## src/amber_pkg.sv

```systemverilog
`default_nettype none

package amber_pkg;

    // Bus widths
    localparam int WB_DWIDTH = 32;
    localparam int WB_SWIDTH = 4;
    localparam int WB_AWIDTH = 32;

    // ------------------------------
    // Address map
    // ------------------------------
    localparam int SLAVE_SEL_HI = 31;
    localparam int SLAVE_SEL_LO = 24;

    localparam logic [7:0] BOOT_MEM_BASE = 8'h00;
    localparam logic [7:0] TIMER_BASE    = 8'h13;
    localparam logic [7:0] IC_BASE       = 8'h14;

    // Boot memory, 8 KB of 32 bit words
    localparam int BOOT_MEM_WORDS  = 2048;
    localparam int BOOT_MEM_AWIDTH = 11;

    // ------------------------------
    // Timer block
    // ------------------------------
    localparam int NUM_TIMERS = 3;

    // Register offsets, timer index in adr[9:8]
    localparam logic [7:0] TM_LOAD  = 8'h00;
    localparam logic [7:0] TM_VALUE = 8'h04;
    localparam logic [7:0] TM_CTRL  = 8'h08;
    localparam logic [7:0] TM_CLR   = 8'h0C;

    // ------------------------------
    // Interrupt controller
    // ------------------------------
    localparam logic [7:0] IC_IRQ_STATUS  = 8'h00;
    localparam logic [7:0] IC_RAW_STATUS  = 8'h04;
    localparam logic [7:0] IC_IRQ_EN_SET  = 8'h08;
    localparam logic [7:0] IC_IRQ_EN_CLR  = 8'h0C;
    localparam logic [7:0] IC_FIRQ_STATUS = 8'h10;
    localparam logic [7:0] IC_FIRQ_EN_SET = 8'h18;
    localparam logic [7:0] IC_FIRQ_EN_CLR = 8'h1C;

    // Source bit positions
    localparam int INT_UART   = 0;
    localparam int INT_ETH    = 1;
    localparam int INT_TIMER0 = 2;
    localparam int NUM_INT    = 5;

endpackage

`default_nettype wire

```

## src/timer_module.sv

```systemverilog
`timescale 1ns/1ps
`default_nettype none

module timer_module (
    input  logic                              i_clk,
    input  logic                              i_rst_n,
    input  logic [amber_pkg::WB_AWIDTH-1:0]   i_adr,
    input  logic                              i_we,
    input  logic [amber_pkg::WB_DWIDTH-1:0]   i_wdat,
    input  logic                              i_stb,
    output logic [amber_pkg::WB_DWIDTH-1:0]   o_rdat,
    output logic                              o_ack,
    output logic [amber_pkg::NUM_TIMERS-1:0]  o_timer_int
);

    logic [amber_pkg::WB_DWIDTH-1:0]    load_q  [amber_pkg::NUM_TIMERS];
    logic [amber_pkg::WB_DWIDTH-1:0]    value_q [amber_pkg::NUM_TIMERS];
    logic [amber_pkg::NUM_TIMERS-1:0]   enable_q;
    logic [1:0]                         tidx;
    logic                               access;
    logic [amber_pkg::WB_DWIDTH-1:0]    rd_word;

    assign tidx   = i_adr[9:8];
    assign access = i_stb & ~o_ack;

    // ------------------------------
    // Counters
    // ------------------------------
    always_ff @(posedge i_clk or negedge i_rst_n) begin
        if (!i_rst_n) begin
            for (int t = 0; t < amber_pkg::NUM_TIMERS; t++) begin
                load_q[t]  <= '0;
                value_q[t] <= '0;
            end
            enable_q    <= '0;
            o_timer_int <= '0;
        end else begin
            for (int t = 0; t < amber_pkg::NUM_TIMERS; t++) begin
                // Count down, reload and flag at zero
                if (enable_q[t]) begin
                    if (value_q[t] == '0) begin
                        value_q[t]     <= load_q[t];
                        o_timer_int[t] <= 1'b1;
                    end else begin
                        value_q[t] <= value_q[t] - 1'b1;
                    end
                end
                // Bus writes take precedence
                if (access && i_we && tidx == 2'(t)) begin
                    case (i_adr[7:0])
                        amber_pkg::TM_LOAD: begin
                            load_q[t]  <= i_wdat;
                            value_q[t] <= i_wdat;
                        end
                        amber_pkg::TM_CTRL: enable_q[t]    <= i_wdat[0];
                        amber_pkg::TM_CLR:  o_timer_int[t] <= 1'b0;
                        default: ;
                    endcase
                end
            end
        end
    end

    // ------------------------------
    // Bus response
    // ------------------------------
    always_comb begin
        rd_word = '0;
        if (tidx < 2'(amber_pkg::NUM_TIMERS)) begin
            case (i_adr[7:0])
                amber_pkg::TM_LOAD:  rd_word = load_q[tidx];
                amber_pkg::TM_VALUE: rd_word = value_q[tidx];
                amber_pkg::TM_CTRL:  rd_word = {{(amber_pkg::WB_DWIDTH-1){1'b0}}, enable_q[tidx]};
                default:             rd_word = '0;
            endcase
        end
    end

    always_ff @(posedge i_clk or negedge i_rst_n) begin
        if (!i_rst_n) begin
            o_ack <= 1'b0;
        end else begin
            o_ack <= access;
        end
    end

    always_ff @(posedge i_clk) begin
        if (access) begin
            o_rdat <= rd_word;
        end
    end

endmodule

`default_nettype wire

```

## config.mk

```make
export PLATFORM = sky130hd
export DESIGN_NAME = timer_module
export DESIGN_NICKNAME = d
export VERILOG_FILES = /design/src/amber_pkg.sv /design/src/timer_module.sv
export SDC_FILE = /design/constraint.sdc
export NUM_CORES = 1
export LEC_CHECK = 0
export ABC_CLOCK_PERIOD_IN_PS = 4050
export BUFFER_PORTS_ARGS = -buffer_cell sky130_fd_sc_hd__buf_2
export CAP_MARGIN = 5
export CORE_ASPECT_RATIO = 1.75
export CORE_MARGIN = 10
export CORE_UTILIZATION = 50
export CTS_CLUSTER_SIZE = 20
export DETAILED_ROUTE_END_ITERATION = 12
export PLACE_DENSITY = 0.68
export RECOVER_POWER = 100
export SYNTH_ARGS = -nofsm -noshare
export SYNTH_HDL_FRONTEND = slang
export SYNTH_SLANG_ARGS = --single-unit
```

## constraint.sdc

```tcl
create_clock -name i_clk -period 4.05 [get_ports i_clk]
set_input_delay 0.405 -clock i_clk [delete_from_list [all_inputs] [get_ports i_clk]]
set_output_delay 0.405 -clock i_clk [all_outputs]
set_load 0.005 [all_outputs]
```

==> flow_summary.ini, run 1 <==
[status]
status = finished, violations left
violations = max-capacitance violations, max-slew violations

[logic_synthesis]
synth_fp_nets = 1613
synth.ff_latch_count = 231
synth_top_area_share_pct = 37.9
ys.flop_type = dfrtp_1
synthArstFlopShare_pct = 86.1
synth_edf_count = 32
yosysUniqueCellTypes = 71
syn_inst = 1539
synthesis.area_um2 = 13100
seq_area_frac_synth_pct = 45.2
netlist_top_cells_area = dfrtp_1 38%, nand2_1 11%, edfxtp_1 7.3%
ys_warn_count = 0
syn_area_per_cell_um2 = 8.54
yosysTopAreaCell = dfrtp_1

[clock_network]
h-tree-depth = 1
cts_resized = 0
clk_pin_slew_ns = 0.06
cts_buffer_depth = 3
clock-root-buffer = clkbuf_16
hold_buffers = 1
cts_setup_buffers = 0
cts_tree = done
clock-sinks = 231
numCtsBuffers = 23
worstSkewPairLatency_ns = 0.54

[routing]
drtIter0Drc = 1425
vias = 12117
dr.pass1.iters = 6
post_drt_via_cell_ratio = 6.28
postRouteAntennaNets = 0
wl_mm = 44.5
wl_per_cell_um = 23.1
detail_route.drc_violations = 0

[placement]
pre_cts_ws_ns = 0.754
port_buffers = 81
placed_cells = 1888
dpl.hpwl_mm = 31.1
place.gp.congestion = 0.975

[timing]
slew_headroom_pct = -65.2
tightest_slew_ns = 2.48
timing_hold_violations_final = 0
fmaxAchievable_ghz = 0.288
rsz0062_at_grt = no
finalMaxSlewViolations = 130
whs_ns = 0.148
min_period_over_period_pct = 85.6
setup_slack_ns = 0.581
setup_tns_ns = 0
finalSetupViolCount = 0
skew_ns = 0.0126
fin_crit_ns = 3.47

[critical_path]
start_kind = flop
crit-reg2reg-launch = o_ack$_DFF_PN0_
crit_path_start = o_ack$_DFF_PN0_
slowest_stage = clkbuf_1
slowest_delay_ns = 1.76
path_cells = nand3b_1 -> or3b_2 -> or2_2 -> clkbuf_1 -> o21ai_0 -> o31ai_1
crit_type = reg2reg
cp.arrival_ns = 3.91
required_ns = 4.49
worstSetupEndpointType = flop
cp_max_fo = 45

[cells_and_area]
most-common-layout-cells = 370 x nand2_1, 199 x dfrtp_1, 165 x nor2_1
final_nets = 1668
fin_cells = 1930
final_common_cell = nand2_1
fillers = 2469
drive_above_1_share_pct = 9.94
area_growth_pct = 10.7
antenna_cells = 0

[power]
power.total_mw = 5.62
peakVddDrop_uv = 263
p_leak_nw = 6.52
power.density_nw_per_um2 = 386

[floorplanning]
io-pin-count = 104
rows = 78
dieWidth_um = 143
core_um2 = 26000
die-area_um2 = 33400
fp.dieH_um = 235
start_util_pct = 50.6

[global_route]
track_usage_pct = 26.2
grt_start_max_net_pins = 84
grt_pass1_vias = 11620
grt_overflow = 0
antenna_found_initial = 1
grt_pass1_wl_mm = 68.4

[hold_path]
min_path_type = in2reg
hold_start = i_wdat[17]

[job]
cap_viol_max_count = 2
-- cell usage after synthesis, types with 5 or more instances --
master      n
a211o_1    12
a211oi_1    9
a21boi_0   12
a21oi_1    86
a221o_1     7
a22o_1      5
a31oi_1     7
and2_1      7
buf_1      16
buf_2       7
clkbuf_1   69
dfrtp_1   199
edfxtp_1   32
ha_1        6
inv_1      16
mux2_2     10
mux2i_1    75
nand2_1   370
nand2b_1    7
nand3_1    28
nand3b_1    6
nand4_1    12
nor2_1    167
nor2b_1     5
nor3_1     39
nor4_1     21
o211ai_1   34
o21a_1      9
o21ai_0    60
o221ai_1    5
o22ai_1    33
o311ai_0    6
o31ai_1    10
o41ai_1     5
or2_2       8
or3_1      17
or4_1      11
xnor2_1    23
xor2_1     26
-- logic make-up after synthesis --
logic type               synth area share, %
multiplexers                            6.57
adder cells (fa/ha/maj)                0.571
buffers and inverters                   3.41
AO/OA/AOI/OAI                           16.1
AND/OR/NAND/NOR                         24.9
flip-flops                              45.2
XOR/XNOR                                3.26
-- layer usage --
metal	global-route usage (%)	part of all wire, %	vias up
li1	-	-	5556
met1	34.1	40	5885
met2	42.7	48	561
met3	3.49	7.2	113
met4	12.1	4.6	2
met5	0	0.029	-
-- power by group --
part / internal (mW) / total [mW] / switching [mW]
clock network: 1.14 / 2.07 / 0.933
registers: 2.49 / 2.70 / 0.210
logic: 0.358 / 0.848 / 0.490
-- registers in the layout, indices dropped and copies added (netlist names) --
signal	flops
enable_q	3
value_q	96
o_ack	1
o_timer_int	3
load_q	96
o_rdat	32
-- layout make-up --
class                   instances  area [um^2]  area share, %
clock buffers                  37          678           4.66
well taps                     320          400           2.75
flip-flops and latches        231         5940           40.8
multi-input cells            1197         6770           46.5
clock inverters                 4         20.0          0.138
repair buffers                125          679           4.67
inverters                      16         60.1          0.413
-- final timing paths --
kind,slack (ns),endpoint,cells past startpoint
min in group asynchronous,1.00,load_q[67]$_DFFE_PN0P_,2
worst max register to register,0.58,value_q[26]$_DFF_PN0_,6
worst min register to register,0.50,load_q[14]$_DFFE_PN0P_,2
max in group asynchronous,0.94,o_timer_int[1]$_DFF_PN0_,3
worst min-delay path,0.15,load_q[49]$_DFFE_PN0P_,3
worst max-delay path,0.58,value_q[26]$_DFF_PN0_,6
-- critical path: cells and delay by family, from the launching register on --
kind	cells	cell delay, ns
AND/OR/NAND/NOR	3	0.50
buffers and inverters	1	1.76
flip-flops	1	0.40
AO/OA/AOI/OAI	2	0.69
-- through the flow --
| step | area, um^2 | util (%) |
|---|---|---|
| 6_report | 14600 | 56.1 |
| 5_1_grt | 14600 | 56.1 |
| 4_1_cts | 14700 | 56.5 |
| 3_5_place_dp | 14000 | 53.8 |
| 3_3_place_gp | 14000 | 53.8 |
| 2_1_floorplan | 13100 | - |
Power figures use the tool's default switching activity.
==> inputs of run 2 (changes only) <==
==> constraint.sdc (replaced) <==
create_clock -name i_clk -period 4.05 [get_ports i_clk]
set_input_delay 0.2025 -clock i_clk [delete_from_list [all_inputs] [get_ports i_clk]]
set_output_delay 0.2025 -clock i_clk [all_outputs]
set_load 0.005 [all_outputs]
==> run 2 against run 1 <==
Net effect:
- the run still ends with max-capacitance violations, max-slew violations left
- sequential share of layout area down 1.1 points
- global-route usage about the same
- cell count rose by 1.5%
- critical endpoint is now value_q[57]$_DFF_PN0_
==> flow_summary.ini, run 2 (synthesis gave the netlist of run 1 again) <==
[global_route]
grt_overflow = 0
track_usage_pct = 26.2
grt_start_max_net_pins = 88
grt_pass1_vias = 12011
antenna_found_initial = 0
grt_pass1_wl_mm = 68.4

[timing]
timing_hold_violations_final = 0
skew_ns = 0.0153
whs_ns = 0.0198
slew_headroom_pct = -99.9
fmaxAchievable_ghz = 0.278
tightest_slew_ns = 3.00
fin_crit_ns = 3.59
min_period_over_period_pct = 88.7
finalMaxSlewViolations = 189
rsz0062_at_grt = no
setup_tns_ns = 0
finalSetupViolCount = 0

[cells_and_area]
antenna_cells = 0
final_common_cell = nand2_1
most-common-layout-cells = 370 x nand2_1, 199 x dfrtp_1, 162 x nor2_1
drive_above_1_share_pct = 9.58
fin_cells = 1959
final_nets = 1698
reg_top3 = load_q: 96 flops, value_q: 96 flops, o_rdat: 32 flops
area_growth_pct = 13.6

[clock_network]
worstSkewPairLatency_ns = 0.53
h-tree-depth = 1
clk_pin_slew_ns = 0.06
clock-sinks = 231
numCtsBuffers = 23
clock-root-buffer = clkbuf_16
cts_setup_buffers = 0
cts_buffer_depth = 3
cts_tree = done

[floorplanning]
io-pin-count = 104
core_um2 = 26000
dieWidth_um = 143
die-area_um2 = 33400
rows = 78
fp.dieH_um = 235
start_util_pct = 50.6

[placement]
port_buffers = 81
place.gp.congestion = 0.945
dpl.hpwl_mm = 31.4
placed_cells = 1887

[routing]
wl_per_cell_um = 22.5
post_drt_via_cell_ratio = 6.25
dr.pass1.iters = 5
vias = 12242
wl_mm = 44.1
top_layer_used = met4
drtIter0Drc = 1311
met1Wirelength_mm = 17.5
postRouteAntennaNets = 0
wl_met2_mm = 20.9
met3_length_mm = 3.31
detail_route.drc_violations = 0

[power]
p_leak_nw = 6.67
power.density_nw_per_um2 = 388
peakVddDrop_uv = 266

[hold_path]
min_path_type = in2reg
hold_start = i_wdat[0]

[critical_path]
required_ns = 4.41
start_kind = flop
cp.arrival_ns = 3.96
crit_path_start = value_q[32]$_DFF_PN0_
worstSetupEndpointType = flop
cp_max_fo = 20
crit-reg2reg-launch = value_q[32]$_DFF_PN0_
crit_type = reg2reg

[status]
status = finished, violations left
violations = max-capacitance violations, max-slew violations

[job]
cap_viol_max_count = 3
## run 2: final cells by class
class / count / area, um^2
clock buffer: 32 / 639
clock inverter: 8 / 115
fill: 2409 / 11000
inverter: 16 / 60.1
multi-input combinational: 1197 / 6790
sequential: 231 / 5940
tap: 320 / 400
timing repair buffer: 155 / 997
## run 2: final timing paths
| kind | endpoint | slack [ns] | depth (start not counted) |
|---|---|---|---|
| max | value_q[57]$_DFF_PN0_ | 0.46 | 7 |
| min in group asynchronous | load_q[3]$_DFFE_PN0P_ | 0.86 | 2 |
| max in group asynchronous | load_q[37]$_DFFE_PN0P_ | 1.23 | 3 |
| min reg2reg | load_q[20]$_DFFE_PN0P_ | 0.50 | 2 |
| max reg2reg | value_q[57]$_DFF_PN0_ | 0.46 | 7 |
| min | load_q[64]$_DFFE_PN0P_ | 0.02 | 3 |
## run 2: routing by layer
metal,global-route usage (%),up-vias
li1,-,5614
met1,33.0,5879
met2,42.9,611
met3,3.07,138
met4,14.5,0
met5,0,-
## run 2: worst max-delay path: stages, from the launching register on
cell,delay [ns]
dfrtp_1,0.44
inv_1,0.12
ha_1,0.14
nor4b_1,0.65
nand3_1,0.23
or4_1,0.83
nor2_2,0.79
a221oi_1,0.21
## run 2: metrics by stage
stage | util, % | setup slack [ns] | power [mW] | cell area (um^2)
after floorplan | - | 0.587 | 3.22 | 13100
after global placement | 53.7 | 0.915 | 3.54 | 14000
after detailed placement | 53.7 | 0.903 | 3.57 | 14000
after CTS | 57.9 | 0.872 | 5.79 | 15000
after global routing | 57.6 | 0.370 | 6.00 | 14900
final | 57.6 | 0.459 | 5.79 | 14900
## run 2: power breakdown
group          leakage [nW]  total, mW  internal (mW)  switching (mW)
logic                  3.39      0.869          0.378           0.491
registers              2.91       2.70           2.49           0.213
clock network         0.374       2.22           1.29           0.933
total                  6.67       5.79           4.16            1.64
## run 2: timing repair
item / 4_1_cts / 5_1_grt
setup endpoints to repair: 0 / 0
endpoints found under the hold margin: 185 / 0
gates resized for setup: 0 / 0
hold buffers: 32 / 0
