File: src/amber_pkg.sv
`default_nettype none

package amber_pkg;

    // Bus widths
    localparam int WB_DWIDTH = 32;
    localparam int WB_SWIDTH = 4;
    localparam int WB_AWIDTH = 32;

    // ------------------------------
    // Address map
    // ------------------------------
    localparam int SLAVE_SEL_HI = 31;
    localparam int SLAVE_SEL_LO = 24;

    localparam logic [7:0] BOOT_MEM_BASE = 8'h00;
    localparam logic [7:0] TIMER_BASE    = 8'h13;
    localparam logic [7:0] IC_BASE       = 8'h14;

    // Boot memory, 8 KB of 32 bit words
    localparam int BOOT_MEM_WORDS  = 2048;
    localparam int BOOT_MEM_AWIDTH = 11;

    // ------------------------------
    // Timer block
    // ------------------------------
    localparam int NUM_TIMERS = 3;

    // Register offsets, timer index in adr[9:8]
    localparam logic [7:0] TM_LOAD  = 8'h00;
    localparam logic [7:0] TM_VALUE = 8'h04;
    localparam logic [7:0] TM_CTRL  = 8'h08;
    localparam logic [7:0] TM_CLR   = 8'h0C;

    // ------------------------------
    // Interrupt controller
    // ------------------------------
    localparam logic [7:0] IC_IRQ_STATUS  = 8'h00;
    localparam logic [7:0] IC_RAW_STATUS  = 8'h04;
    localparam logic [7:0] IC_IRQ_EN_SET  = 8'h08;
    localparam logic [7:0] IC_IRQ_EN_CLR  = 8'h0C;
    localparam logic [7:0] IC_FIRQ_STATUS = 8'h10;
    localparam logic [7:0] IC_FIRQ_EN_SET = 8'h18;
    localparam logic [7:0] IC_FIRQ_EN_CLR = 8'h1C;

    // Source bit positions
    localparam int INT_UART   = 0;
    localparam int INT_ETH    = 1;
    localparam int INT_TIMER0 = 2;
    localparam int NUM_INT    = 5;

endpackage

`default_nettype wire

File: src/interrupt_controller.sv
`timescale 1ns/1ps
`default_nettype none

module interrupt_controller (
    input  logic                              i_clk,
    input  logic                              i_rst_n,
    input  logic [amber_pkg::WB_AWIDTH-1:0]   i_adr,
    input  logic                              i_we,
    input  logic [amber_pkg::WB_DWIDTH-1:0]   i_wdat,
    input  logic                              i_stb,
    input  logic                              i_uart_int,
    input  logic                              i_eth_int,
    input  logic [amber_pkg::NUM_TIMERS-1:0]  i_timer_int,
    output logic [amber_pkg::WB_DWIDTH-1:0]   o_rdat,
    output logic                              o_ack,
    output logic                              o_irq,
    output logic                              o_firq
);

    logic [amber_pkg::NUM_INT-1:0]      raw;
    logic [amber_pkg::NUM_INT-1:0]      irq_en;
    logic [amber_pkg::NUM_INT-1:0]      firq_en;
    logic [amber_pkg::NUM_INT-1:0]      wr_mask;
    logic                               access;
    logic [amber_pkg::WB_DWIDTH-1:0]    rd_word;

    // Level sources
    assign raw[amber_pkg::INT_UART] = i_uart_int;
    assign raw[amber_pkg::INT_ETH]  = i_eth_int;
    assign raw[amber_pkg::INT_TIMER0 +: amber_pkg::NUM_TIMERS] = i_timer_int;

    assign access  = i_stb & ~o_ack;
    assign wr_mask = i_wdat[amber_pkg::NUM_INT-1:0];

    // ------------------------------
    // Enable masks and outputs
    // ------------------------------
    always_ff @(posedge i_clk or negedge i_rst_n) begin
        if (!i_rst_n) begin
            irq_en  <= '0;
            firq_en <= '0;
            o_irq   <= 1'b0;
            o_firq  <= 1'b0;
            o_ack   <= 1'b0;
        end else begin
            o_ack  <= access;
            o_irq  <= |(raw & irq_en);
            o_firq <= |(raw & firq_en);
            // Set and clear by writing ones
            if (access && i_we) begin
                case (i_adr[7:0])
                    amber_pkg::IC_IRQ_EN_SET:  irq_en  <= irq_en | wr_mask;
                    amber_pkg::IC_IRQ_EN_CLR:  irq_en  <= irq_en & ~wr_mask;
                    amber_pkg::IC_FIRQ_EN_SET: firq_en <= firq_en | wr_mask;
                    amber_pkg::IC_FIRQ_EN_CLR: firq_en <= firq_en & ~wr_mask;
                    default: ;
                endcase
            end
        end
    end

    // Status readback
    always_comb begin
        rd_word = '0;
        case (i_adr[7:0])
            amber_pkg::IC_IRQ_STATUS:  rd_word[amber_pkg::NUM_INT-1:0] = raw & irq_en;
            amber_pkg::IC_RAW_STATUS:  rd_word[amber_pkg::NUM_INT-1:0] = raw;
            amber_pkg::IC_FIRQ_STATUS: rd_word[amber_pkg::NUM_INT-1:0] = raw & firq_en;
            default:                   rd_word = '0;
        endcase
    end

    always_ff @(posedge i_clk) begin
        if (access) begin
            o_rdat <= rd_word;
        end
    end

endmodule

`default_nettype wire

File: config.mk
export PLATFORM = sky130hd
export DESIGN_NAME = interrupt_controller
export DESIGN_NICKNAME = d
export VERILOG_FILES = /design/src/amber_pkg.sv /design/src/interrupt_controller.sv
export SDC_FILE = /design/constraint.sdc
export NUM_CORES = 1
export LEC_CHECK = 0
export BUFFER_PORTS_ARGS = -buffer_cell sky130_fd_sc_hd__buf_2
export CAP_MARGIN = 30
export CORE_ASPECT_RATIO = 0.7
export CORE_MARGIN = 5
export CORE_UTILIZATION = 35
export CTS_CLUSTER_SIZE = 16
export DETAILED_ROUTE_END_ITERATION = 10
export MAX_ROUTING_LAYER = met4
export PLACE_DENSITY = 0.79
export SYNTH_ARGS = -nofsm -noshare
export SYNTH_HDL_FRONTEND = slang
export SYNTH_SLANG_ARGS = --single-unit
File: constraint.sdc
create_clock -name i_clk -period 2.95 [get_ports i_clk]
set_input_delay 0.1475 -clock i_clk [delete_from_list [all_inputs] [get_ports i_clk]]
set_output_delay 0.1475 -clock i_clk [all_outputs]
set_load 0.01 [all_outputs]
==> Flow_metrics.wiki, run 1 <==
{| class="wikitable"
! Metric !! Value
|-
| Post-CTS Repair Setup Buffers || 0
|-
| Avg Inst Size Synth || ~11 um2
|-
| Total internal power || roughly 410 uW
|-
| Leakage Power || approximately 0.00059 uW
|-
| Initial Utilization || a little over a third
|-
| Period utilization || 48.5%
|-
| Mapped Area || 0.00109 mm2
|-
| Number of iterations in the first detailed-routing pass || 4
|-
| Hold Path Class || input port to flop
|-
| Worst min-delay path startpoint || i_uart_int
|-
| Global-route wire length before repair || 3220 um
|-
| Number of H-tree branching levels || 1
|-
| Largest net degree at the start of global routing || 14
|-
| Final total negative setup slack || 0 ns
|-
| Top-level I/O count || 108
|-
| DR vias/cell || 4.71
|-
| Critical Path Sink Type || flop
|-
| Post-placement cell area || 0.00118 mm2
|-
| Warnings, synthesis || 0
|-
| Placeable core region || 0.00308 mm2
|-
| DRC violation total after the first TritonRoute iteration || 80
|-
| Setup slack, reg-to-reg || 1.52 ns
|-
| Ratio of cells with drive above 1 in the final layout || 30.8%
|-
| Post-layout instance count excluding filler cells || between 150 and 200
|-
| Post-Syn Instances || 102
|-
| Worst Hold Margin || 0.156 ns
|-
| Run status || completed
|-
| Initial antenna violation count || 0
|-
| FF-to-FF Start || o_ack
|-
| Max Buffers Root-to-Sink || 2
|-
| Global route overflow || 0
|-
| Post-CTS clock slew at the launch and capture registers of the worst setup and hold paths || 0.07 ns
|-
| Post-placement cell count || 166
|-
| Worst-case vdd ir drop || 0.167 mV
|-
| Number of hold-slack violations in the final timing report || 0
|-
| Number of register bits inferred by synthesis || 18
|-
| Die W || 76.8 um
|-
| Antenna violation net count after detailed routing || 0
|-
| Net switching power || 135 uW
|-
| Number of endpoints failing setup at the final stage || 0
|-
| R2r worst-path depth || 3
|-
| # diodes || 0
|-
| Worst slew pin tran || 0.560 ns
|-
| Via count of the first global-routing pass || 663
|-
| Die Y-Extent || 56.8 um
|-
| Worst min-delay path endpoint || o_irq
|-
| CTS root buf || sky130_fd_sc_hd__clkbuf_8
|-
| Largest clock skew in the final design || 0.00256 ns
|-
| Number of distinct library cell variants in the gate-level netlist after synthesis || 21
|-
| TritonCTS sink count || 18
|-
| Required time of the critical path || 3.08 ns
|-
| Area overhead of the layout relative to synthesis || 13.5%
|-
| DRC violation count after routing || 0
|-
| Number of rows created at floorplan || 17
|-
| RSZ-0062 raised after global routing || false
|-
| Final core occ || 40.3%
|-
| Fmax || ~700 MHz
|-
| Combinational group share of total power || a little over an eighth
|-
| Num CTS Buffers || 3
|-
| Worst-Skew Late Latency || 0.25 ns
|-
| Quantity of I/O buffers inserted on ports || 29
|-
| Overall routing resource usage || approximately a tenth
|-
| Number of buffers added to fix hold violations after cts || 1
|-
| Sequential cell area fraction in the yosys report || 43.4%
|-
| Nature of the critical path startpoint || flop
|-
| Max Slew Vio Count || 0
|-
| Routability Congestion || around 0.79
|-
| Seq pwr share || 50.0%
|-
| # Max-Cap Violations || 0
|-
| Number of cells on the worst hold path || 3
|-
| Design area || 0.00124 mm2
|-
| Pwr per Cell Area || 440 mW/mm2
|-
| Number of nets in the finished design || 207
|-
| Most frequent standard cell in the layout excluding fill and tap cells || sky130_fd_sc_hd__buf_2
|-
| Part of the power in the clock network || 36.3%
|-
| Clock tree from TritonCTS || yes
|-
| Setup CP Type || flop to flop
|-
| Overall via count from detail_route || 805
|-
| CTS-repair resized insts || 0
|-
| Routed WL per cell || 12.4 um
|-
| Switching share of power || 24.6%
|-
| Commonest cells after routing, fill and taps aside || sky130_fd_sc_hd__buf_2 (29), sky130_fd_sc_hd__conb_1 (27), sky130_fd_sc_hd__dfrtp_1 (13), sky130_fd_sc_hd__nand4_1 (10), sky130_fd_sc_hd__nand2_1 (8)
|-
| Maximum net fanout on the critical path || 10
|-
| Arrival time of the worst setup path || approximately 1.6 ns
|-
| Post-layout min period || 1.43 ns
|-
| Max-slew headroom || 62.4%
|-
| Total wirelength of the detailed-routed design || approximately 2100 um
|-
| Placed wire-length estimate || 1690 um
|-
| Die Area || about 0.0044 mm2
|}
synth_stat cells:
cell / count / share of area, %
sky130_fd_sc_hd__mux2_2: 5 / 5.1
sky130_fd_sc_hd__o21ai_0: 5 / 2.3
sky130_fd_sc_hd__and3b_1: 1 / 0.80
sky130_fd_sc_hd__nand4_1: 10 / 5.7
sky130_fd_sc_hd__mux2_1: 5 / 5.1
sky130_fd_sc_hd__nand2_1: 8 / 2.7
sky130_fd_sc_hd__clkbuf_1: 2 / 0.69
sky130_fd_sc_hd__a21oi_1: 5 / 2.3
sky130_fd_sc_hd__nand3b_1: 5 / 3.4
sky130_fd_sc_hd__buf_2: 1 / 0.46
sky130_fd_sc_hd__nor3b_1: 1 / 0.69
sky130_fd_sc_hd__conb_1: 1 / 0.34
sky130_fd_sc_hd__buf_4: 27 / 19
sky130_fd_sc_hd__dfrtp_1: 13 / 30
sky130_fd_sc_hd__edfxtp_1: 5 / 14
sky130_fd_sc_hd__a22oi_1: 2 / 1.4
sky130_fd_sc_hd__a222oi_1: 2 / 1.8
sky130_fd_sc_hd__nor3_1: 1 / 0.46
sky130_fd_sc_hd__nor4_4: 1 / 1.9
sky130_fd_sc_hd__nor4b_4: 1 / 2.2
sky130_fd_sc_hd__nor2b_1: 1 / 0.57
worst max path at each step:
stage	to	cells past startpoint	startpoint
final	flop	3	o_ack
after global routing	flop	3	o_ack
after CTS	flop	3	o_ack
after detailed placement	flop	4	i_adr[7]
after global placement	flop	4	i_adr[7]
after floorplan	flop	4	o_ack
metal layers:
metal  wire length, um  vias up  global-route usage (%)
met1               852      370                    12.2
met3               299        3                    5.29
met2               960       50                    13.2
met5                 0        -                       -
met4                12        0                    2.24
li1                  -      382                       -
layout make-up:
| class | instances | area, um2 |
|---|---|---|
| Clock buffer | 4 | 55.1 |
| Fill cell | 294 | 1840 |
| Multi-Input combinational cell | 80 | 502 |
| Sequential cell | 18 | 475 |
| Timing Repair Buffer | 31 | 163 |
| Tap cell | 38 | 47.5 |
power by group through the flow:
stage / logic (uW) / clock network [uW] / registers, uW
finish: 74.8 / 199 / 273
global route: 83.4 / 217 / 274
CTS: 74.2 / 205 / 273
detailed placement: 73.0 / 0 / 278
global placement: 72.3 / 0 / 277
floorplan: 62.0 / 0 / 280
worst max-delay path, stage by stage (launching register included):
cell and delay (ns):
sky130_fd_sc_hd__dfrtp_1 0.39, sky130_fd_sc_hd__and3b_1 0.42, sky130_fd_sc_hd__nand4_1 0.15, sky130_fd_sc_hd__mux2_1 0.35
per-stage QoR:
step,worst slack (ns),power (uW)
5_1_grt,1.45,574
3_5_place_dp,1.46,351
2_1_floorplan,1.51,342
6_report,1.52,546
3_3_place_gp,1.49,350
4_1_cts,1.52,551
kinds of logic (layout without fill, tap and decap cells):
| family | count (synthesis) | in the layout | synth area share, % |
|---|---|---|---|
| buffers and inverters | 30 | 35 | 19.7 |
| AND/OR/NAND/NOR | 29 | 29 | 18.5 |
| flip-flops | 18 | 18 | 43.4 |
| AO/OA/AOI/OAI | 14 | 14 | 7.77 |
| multiplexers | 10 | 10 | 10.3 |
| other | 1 | 27 | 0.343 |
No activity file was read; power rests on OpenSTA's default activity.
==> run 2, diff against run 1 <==
--- a/config.mk
+++ b/config.mk
@@ -5,6 +5,7 @@
 export SDC_FILE = /design/constraint.sdc
 export NUM_CORES = 1
 export LEC_CHECK = 0
+export ABC_AREA = 1
 export BUFFER_PORTS_ARGS = -buffer_cell sky130_fd_sc_hd__buf_2
 export CAP_MARGIN = 30
 export CORE_ASPECT_RATIO = 0.7
@@ -13,7 +14,7 @@
 export CTS_CLUSTER_SIZE = 16
 export DETAILED_ROUTE_END_ITERATION = 10
 export MAX_ROUTING_LAYER = met4
-export PLACE_DENSITY = 0.79
+export PLACE_DENSITY = 0.77
 export SYNTH_ARGS = -nofsm -noshare
 export SYNTH_HDL_FRONTEND = slang
 export SYNTH_SLANG_ARGS = --single-unit
==> constraint.sdc (replaced) <==
create_clock -name i_clk -period 1.3 [get_ports i_clk]
set_input_delay 0.065 -clock i_clk [delete_from_list [all_inputs] [get_ports i_clk]]
set_output_delay 0.065 -clock i_clk [all_outputs]
set_load 0.01 [all_outputs]
==> run 2 against run 1 <==
  * Count of clock-buffer cells in the layout stayed put
  * Routed wire length is 22% higher
  * Clock power increased by 99%
  * Fmax is 24% higher
  * Register-to-register slack got worse by 1.4 ns
  * Sequential share of layout area is 5.3 points lower
  * Clock skew is 0.00052 ns lower
  * Non-clock buffer count grew 2
  * Final cell count increased by 48%
  * Largest power group unchanged
==> Flow_metrics.wiki, run 2 <==
{| class="wikitable"
! Metric !! Value
|-
| Run status || completed
|-
| Number of distinct library cell variants in the gate-level netlist after synthesis || 17 (-19%)
|-
| Overall routing resource usage || 11.3% (+1.7 points)
|-
| Number of H-tree branching levels || 1 (unchanged)
|-
| Largest clock skew in the final design || 0.00204 ns (-0.000517 ns)
|-
| Max Slew Vio Count || 0 (unchanged)
|-
| Mux share of post-synthesis cell area || 0% (-10 points)
|-
| Hold Path Class || input port to flop
|-
| Dominant combinational cell family by area after synthesis || simple AND/OR/NAND/NOR gates
|-
| CTS root buf || sky130_fd_sc_hd__clkbuf_8
|-
| Period utilization || 88.5% (+40 points)
|-
| Area share of and/or/nand/nor cells after synthesis || 34.1% (+16 points)
|-
| Post-layout min period || 1.15 ns (-0.282 ns)
|-
| Maximum net fanout on the critical path || 20 (+10)
|-
| DRC violation total after the first TritonRoute iteration || 31 (-61%)
|-
| Number of filler instances in the final layout || 382 (+30%)
|-
| Fraction of the mapped netlist area in compound gates || 0.778% (-7.0 points)
|-
| Worst-Skew Late Latency || 0.25 ns (about the same)
|-
| Die Area || 0.00501 mm2 (+15%)
|-
| Initial Utilization || 36.4% (+0.88 points)
|-
| Commonest cells after routing, fill and taps aside || sky130_fd_sc_hd__nand2_1 (35), sky130_fd_sc_hd__inv_1 (29), sky130_fd_sc_hd__buf_2 (29), sky130_fd_sc_hd__conb_1 (27), sky130_fd_sc_hd__nand3_1 (24)
|-
| Routability Congestion || 0.785 (-0.87%)
|-
| Number of flops mapped to enable cells by yosys || 5 (unchanged)
|-
| Post-CTS clock slew at the launch and capture registers of the worst setup and hold paths || 0.07 ns (about the same)
|-
| TritonCTS sink count || 18 (unchanged)
|-
| Total wirelength of the detailed-routed design || 2590 um (+22%)
|-
| Quantity of I/O buffers inserted on ports || 29 (unchanged)
|-
| DR vias/cell || 4.29 (-8.8%)
|-
| Num CTS Buffers || 3 (unchanged)
|-
| # Max-Cap Violations || 0 (unchanged)
|-
| Number of hold-slack violations in the final timing report || 0 (unchanged)
|-
| Max Buffers Root-to-Sink || 2 (unchanged)
|-
| Worst-case vdd ir drop || 0.293 mV (+76%)
|-
| Area share of xor/xnor cells in the synthesized design || 0% (unchanged)
|-
| Mapped Area || 0.00129 mm2 (+17%)
|-
| Pwr per Cell Area || 810 mW/mm2 (+84%)
|-
| Post-CTS Repair Setup Buffers || 0 (unchanged)
|-
| Required time of the critical path || 1.45 ns (-1.63 ns)
|-
| Arithmetic-cell share of the synthesized area counting full adders, half adders and majority gates || 0% (unchanged)
|-
| Nature of the critical path startpoint || flop
|-
| Number of rows created at floorplan || 18 (+1)
|-
| RSZ-0062 raised after global routing || false
|-
| Via count of the first global-routing pass || 972 (+47%)
|-
| Global-route wire length before repair || 4170 um (+30%)
|-
| # diodes || 0 (unchanged)
|-
| Routed WL per cell || 10.2 um (-18%)
|-
| Top cell types by occurrence after synthesis || sky130_fd_sc_hd__nand2_1 (35), sky130_fd_sc_hd__buf_4 (30), sky130_fd_sc_hd__inv_1 (29)
|-
| Number of iterations in the first detailed-routing pass || 4 (unchanged)
|-
| Placed wire-length estimate || 2040 um (+21%)
|-
| Die W || 82.5 um (+7.3%)
|-
| Die Y-Extent || 60.7 um (+6.9%)
|-
| Placeable core region || 0.00354 mm2 (+15%)
|-
| Sequential cell area fraction in the yosys report || 37.0% (-6.5 points)
|-
| Warnings, synthesis || 0 (unchanged)
|-
| Overall via count from detail_route || 1086 (+35%)
|-
| Post-synth top area share || 25.3% (-4.4 points)
|-
| Ratio of cells with drive above 1 in the final layout || 21.7% (-9.2 points)
|-
| Most common flop cell mapped by yosys || sky130_fd_sc_hd__dfrtp_1
|-
| Initial antenna violation count || 0 (unchanged)
|-
| Clock tree from TritonCTS || yes
|-
| Top-count cell post-synth || sky130_fd_sc_hd__nand2_1
|-
| Final Power || 1170 uW (+110%)
|-
| Antenna violation net count after detailed routing || 0 (unchanged)
|-
| Async set or reset register ratio after synthesis || 72.2% (unchanged)
|-
| Leakage Power || 0.000766 uW (+30%)
|-
| DRC violation count after routing || 0 (unchanged)
|-
| Global route overflow || 0 (unchanged)
|-
| Top cells by area in the synthesized netlist || sky130_fd_sc_hd__dfrtp_1 (25%), sky130_fd_sc_hd__buf_4 (18%), sky130_fd_sc_hd__edfxtp_1 (12%)
|-
| Arrival time of the worst setup path || 1.30 ns (-0.27 ns)
|-
| Final total negative setup slack || 0 ns (unchanged)
|-
| Leading area contributor after synthesis || sky130_fd_sc_hd__dfrtp_1
|-
| Number of register bits inferred by synthesis || 18 (unchanged)
|-
| Number of endpoints failing setup at the final stage || 0 (unchanged)
|-
| Post-Syn Instances || 172 (+69%)
|-
| Avg Inst Size Synth || 7.48 um2 (-30%)
|-
| Fmax || 869 MHz (+24%)
|-
| Most frequent standard cell in the layout excluding fill and tap cells || sky130_fd_sc_hd__nand2_1
|-
| Area overhead of the layout relative to synthesis || 12.0%
|-
| Largest net degree at the start of global routing || 21 (+7)
|-
| Post-placement cell count || 248 (+49%)
|-
| Top-level I/O count || 108 (unchanged)
|-
| Setup CP Type || flop to flop
|-
| Critical Path Sink Type || flop
|-
| Number of nets in the finished design || 277 (+34%)
|-
| Post-layout instance count excluding filler cells || 253 (+48%)
|}
## run 2: cell count changes after synthesis, sizes merged, moves of 3 or more
cell,change
nor2,+7
a21oi,-3
mux2,-10
nand2,+29
o21ai,-5
nand3b,-5
nand4,+9
nand3,+24
inv,+31
buf,+4
## run 2: kinds of logic (layout without fill, tap and decap cells)
family,after synthesis,in the layout
AND/OR/NAND/NOR,88,88
buffers and inverters,63,68
flip-flops,18,18
AO/OA/AOI/OAI,2,2
other,1,27
## run 2: where the power goes
group,switching (uW),internal (uW),total (uW),leakage [uW]
combinational,121,52.0,173,0.000576
sequential,3.93,593,597,0.000167
clock,179,218,396,0.0000228
total,303,862,1170,0.000766
## run 2: critical path, stage by stage (launching register included)
cell	delay (ns)
sky130_fd_sc_hd__dfrtp_1	0.39
sky130_fd_sc_hd__inv_1	0.06
sky130_fd_sc_hd__nand3_1	0.08
sky130_fd_sc_hd__nor2_2	0.16
sky130_fd_sc_hd__buf_12	0.16
sky130_fd_sc_hd__nand4_1	0.08
sky130_fd_sc_hd__nand2_1	0.08
sky130_fd_sc_hd__inv_1	0.04
## run 2: area by class of cell
| type | instances | area [um2] | share of cell area (%) |
|---|---|---|---|
| clock buffer | 4 | 45.0 | 3.13 |
| inverter | 31 | 116 | 8.08 |
| multi-input combinational | 117 | 551 | 38.2 |
| sequential | 18 | 475 | 33.0 |
| tap | 50 | 62.6 | 4.34 |
| timing repair buffer | 33 | 190 | 13.2 |
## run 2: layer usage
metal / global-route usage (%) / share of wire, % / up-vias
met1: 14.1 / 44 / 473
met3: 3.86 / 10 / 7
met4: 3.32 / 2.0 / 0
met2: 17.5 / 44 / 45
li1: - / - / 561
met5: - / 0 / -
## run 2: worst paths after layout
| check | start | end | slack, ns | cells past startpoint |
|---|---|---|---|---|
| max | o_ack | flop | 0.15 | 7 |
| min | i_timer_int[0] | o_irq | 0.08 | 3 |
| max reg2reg | o_ack | flop | 0.15 | 7 |
| min reg2reg | flop | o_irq | 0.53 | 2 |
| max in group asynchronous | i_rst_n | async pin | 0.83 | 2 |
| min in group asynchronous | i_rst_n | async pin | 0.23 | 2 |
## run 2: repair_timing
| item | CTS | global route |
|---|---|---|
| gates resized for setup | 0 | 0 |
| setup endpoints to repair | 0 | 0 |
| endpoints found under the hold margin | 13 | 0 |
| hold buffers | 1 | 0 |
## run 2: per-stage QoR
step	instance area [um2]	hold slack (ns)	util, %	setup slack, ns
after floorplan	1380	-0.231	-	0.201
after global placement	1390	-0.0332	39.2	0.179
after detailed placement	1390	-0.0231	39.2	0.148
after CTS	1440	0.0829	40.7	0.139
after global routing	1440	0.105	40.7	0.0318
final	1440	0.0849	40.7	0.150
==> run 3, diff against run 2 <==
--- a/config.mk
+++ b/config.mk
@@ -10,11 +10,11 @@
 export CAP_MARGIN = 30
 export CORE_ASPECT_RATIO = 0.7
 export CORE_MARGIN = 5
-export CORE_UTILIZATION = 35
+export CORE_UTILIZATION = 30
 export CTS_CLUSTER_SIZE = 16
 export DETAILED_ROUTE_END_ITERATION = 10
 export MAX_ROUTING_LAYER = met4
-export PLACE_DENSITY = 0.77
+export PLACE_DENSITY = 0.68
 export SYNTH_ARGS = -nofsm -noshare
 export SYNTH_HDL_FRONTEND = slang
 export SYNTH_SLANG_ARGS = --single-unit
==> run 3 against run 2 <==
  * Total power grew 4.3%
  * Register-to-register slack is essentially flat
  * Non-clock buffer count is the same
  * Sequential cell count is the same
  * Design area grew 0.87%
  * Via count shrank 1.2%
  * Clock skew grew 0.0028 ns
  * Global-route usage shrank 2.1 points
==> Flow_metrics.wiki, run 3 (synthesis results as in run 2) <==
{| class="wikitable"
! Metric !! Value
|-
| Run status || completed
|-
| Highest metal layer used by the detailed router || met4
|-
| Wire length on met1 || 1140 um (+0.44%)
|-
| Number of hold-slack violations in the final timing report || 0 (unchanged)
|-
| Met2 WL || 1110 um (-2.4%)
|-
| Die Y-Extent || 64.8 um (+6.7%)
|-
| Clock tree from TritonCTS || yes
|-
| Overall routing resource usage || 9.18% (-2.1 points)
|-
| Num CTS Buffers || 3 (unchanged)
|-
| Worst-Skew Late Latency || 0.25 ns (about the same)
|-
| TritonCTS sink count || 18 (unchanged)
|-
| Ratio of cells with drive above 1 in the final layout || 22.2% (+0.49 points)
|-
| Hold Path Class || input port to flop
|-
| Top-level I/O count || 108 (unchanged)
|-
| Number of cells on the worst hold path || 3 (unchanged)
|-
| Post-CTS Repair Setup Buffers || 0 (unchanged)
|-
| Max Buffers Root-to-Sink || 2 (unchanged)
|-
| Routability Congestion || 0.829 (+5.6%)
|-
| Global route overflow || 0 (unchanged)
|-
| Critical Path Sink Type || flop
|-
| Number of iterations in the first detailed-routing pass || 4 (unchanged)
|-
| Quantity of I/O buffers inserted on ports || 29 (unchanged)
|-
| DRC violation count after routing || 0 (unchanged)
|-
| Largest net degree at the start of global routing || 21 (unchanged)
|-
| Antenna violation net count after detailed routing || 0 (unchanged)
|-
| Metal3 WL || 321 um (+23%)
|-
| Fmax || 875 MHz (+0.65%)
|-
| Setup CP Type || flop to flop
|-
| Overall via count from detail_route || 1073 (-1.2%)
|-
| Maximum net fanout on the critical path || 20 (unchanged)
|-
| Post-CTS clock slew at the launch and capture registers of the worst setup and hold paths || 0.06 ns (about the same)
|-
| Post-layout instance count excluding filler cells || 255 (+0.79%)
|-
| Post-layout min period || 1.14 ns (-0.00742 ns)
|-
| Number of rows created at floorplan || 19 (+1)
|-
| Post-placement cell area || 0.00139 mm2 (+0.18%)
|-
| DRC violation total after the first TritonRoute iteration || 32 (+3.2%)
|-
| Design area || 0.00145 mm2 (+0.87%)
|-
| Post-placement cell count || 250 (+0.81%)
|-
| Area overhead of the layout relative to synthesis || 12.9%
|-
| # diodes || 0 (unchanged)
|-
| Required time of the critical path || 1.45 ns (about the same)
|-
| Most frequent standard cell in the layout excluding fill and tap cells || sky130_fd_sc_hd__nand2_1
|-
| Initial Utilization || 31.8% (-4.5 points)
|-
| Placeable core region || 0.00404 mm2 (+14%)
|-
| Pwr per Cell Area || 837 mW/mm2 (+3.4%)
|-
| CTS root buf || sky130_fd_sc_hd__clkbuf_8
|-
| Total wirelength of the detailed-routed design || 2590 um (+0.15%)
|-
| Number of nets in the finished design || 277 (unchanged)
|-
| R2r worst-path depth || 7 (unchanged)
|-
| Period utilization || 87.9% (-0.57 points)
|-
| Leakage Power || 0.000772 uW (+0.78%)
|-
| Initial antenna violation count || 0 (unchanged)
|-
| Nature of the critical path startpoint || flop
|-
| Number of H-tree branching levels || 1 (unchanged)
|-
| Max Slew Vio Count || 0 (unchanged)
|-
| DR vias/cell || 4.21 (-2.0%)
|-
| Placed wire-length estimate || 2100 um (+3.1%)
|-
| Die W || 88.3 um (+7.0%)
|-
| Worst-case vdd ir drop || 0.509 mV (+74%)
|-
| Commonest cells after routing, fill and taps aside || sky130_fd_sc_hd__nand2_1 (35), sky130_fd_sc_hd__inv_1 (29), sky130_fd_sc_hd__buf_2 (29), sky130_fd_sc_hd__conb_1 (27), sky130_fd_sc_hd__nand3_1 (24)
|-
| # Max-Cap Violations || 0 (unchanged)
|-
| Via count of the first global-routing pass || 903 (-7.1%)
|-
| Global-route wire length before repair || 4040 um (-3.1%)
|-
| Number of endpoints failing setup at the final stage || 0 (unchanged)
|-
| RSZ-0062 raised after global routing || false
|-
| Largest clock skew in the final design || 0.00482 ns (+0.00278 ns)
|-
| Die Area || 0.00572 mm2 (+14%)
|-
| Final total negative setup slack || 0 ns (unchanged)
|-
| Routed WL per cell || 10.2 um (-0.63%)
|-
| Arrival time of the worst setup path || 1.30 ns (about the same)
|}
[run 3: cell counts in the layout (fill, tap and decap cells not counted)]
Identical to the previous run, type by type.
[run 3: worst paths after layout]
kind                                start  slack [ns]         to
setup reg to reg                    o_ack        0.16       flop
max in group asynchronous         i_rst_n        0.85     o_firq
hold / removal             i_timer_int[0]        0.11      o_irq
setup / recovery                    o_ack        0.16       flop
min in group asynchronous         i_rst_n        0.22  async pin
hold reg to reg                      flop        0.55      o_irq
[run 3: metal layers]
layer,track usage [%],up-vias
met3,3.80,3
met1,12.4,466
met5,-,-
met2,13.0,46
li1,-,558
met4,1.70,0
[run 3: power by group]
part / switching, uW / internal (uW)
sequential: 3.78 / 593
clock: 175 / 269
combinational: 122 / 52.0
total: 301 / 914
[run 3: through the flow]
step / hold slack, ns / total power, uW / setup slack [ns] / util, %
floorplan: -0.231 / 760 / 0.201 / -
global placement: -0.0310 / 774 / 0.179 / 34.3
detailed placement: -0.0323 / 779 / 0.147 / 34.3
CTS: 0.0960 / 1230 / 0.137 / 35.9
global route: 0.112 / 1280 / 0.0483 / 35.9
finish: 0.109 / 1220 / 0.157 / 35.9
[run 3: worst max-delay path, cell delays in order (launching register included)]
cell	delay [ns]
sky130_fd_sc_hd__dfrtp_1	0.39
sky130_fd_sc_hd__inv_1	0.06
sky130_fd_sc_hd__nand3_1	0.08
sky130_fd_sc_hd__nor2_2	0.16
sky130_fd_sc_hd__buf_12	0.16
sky130_fd_sc_hd__nand4_1	0.08
sky130_fd_sc_hd__nand2_1	0.08
sky130_fd_sc_hd__inv_1	0.04
[run 3: what timing repair did]
item	4_1_cts	5_1_grt
endpoints found under the hold margin	13	0
gates resized for setup	0	0
hold buffers	1	0
[run 3: layout make-up]
class	instances	area (um2)
Fill cell	435	2590
Multi-Input combinational cell	117	551
Sequential cell	18	475
Timing Repair Buffer	33	190
Inverter	31	116
Tap cell	52	65.1
Clock buffer	4	55.1
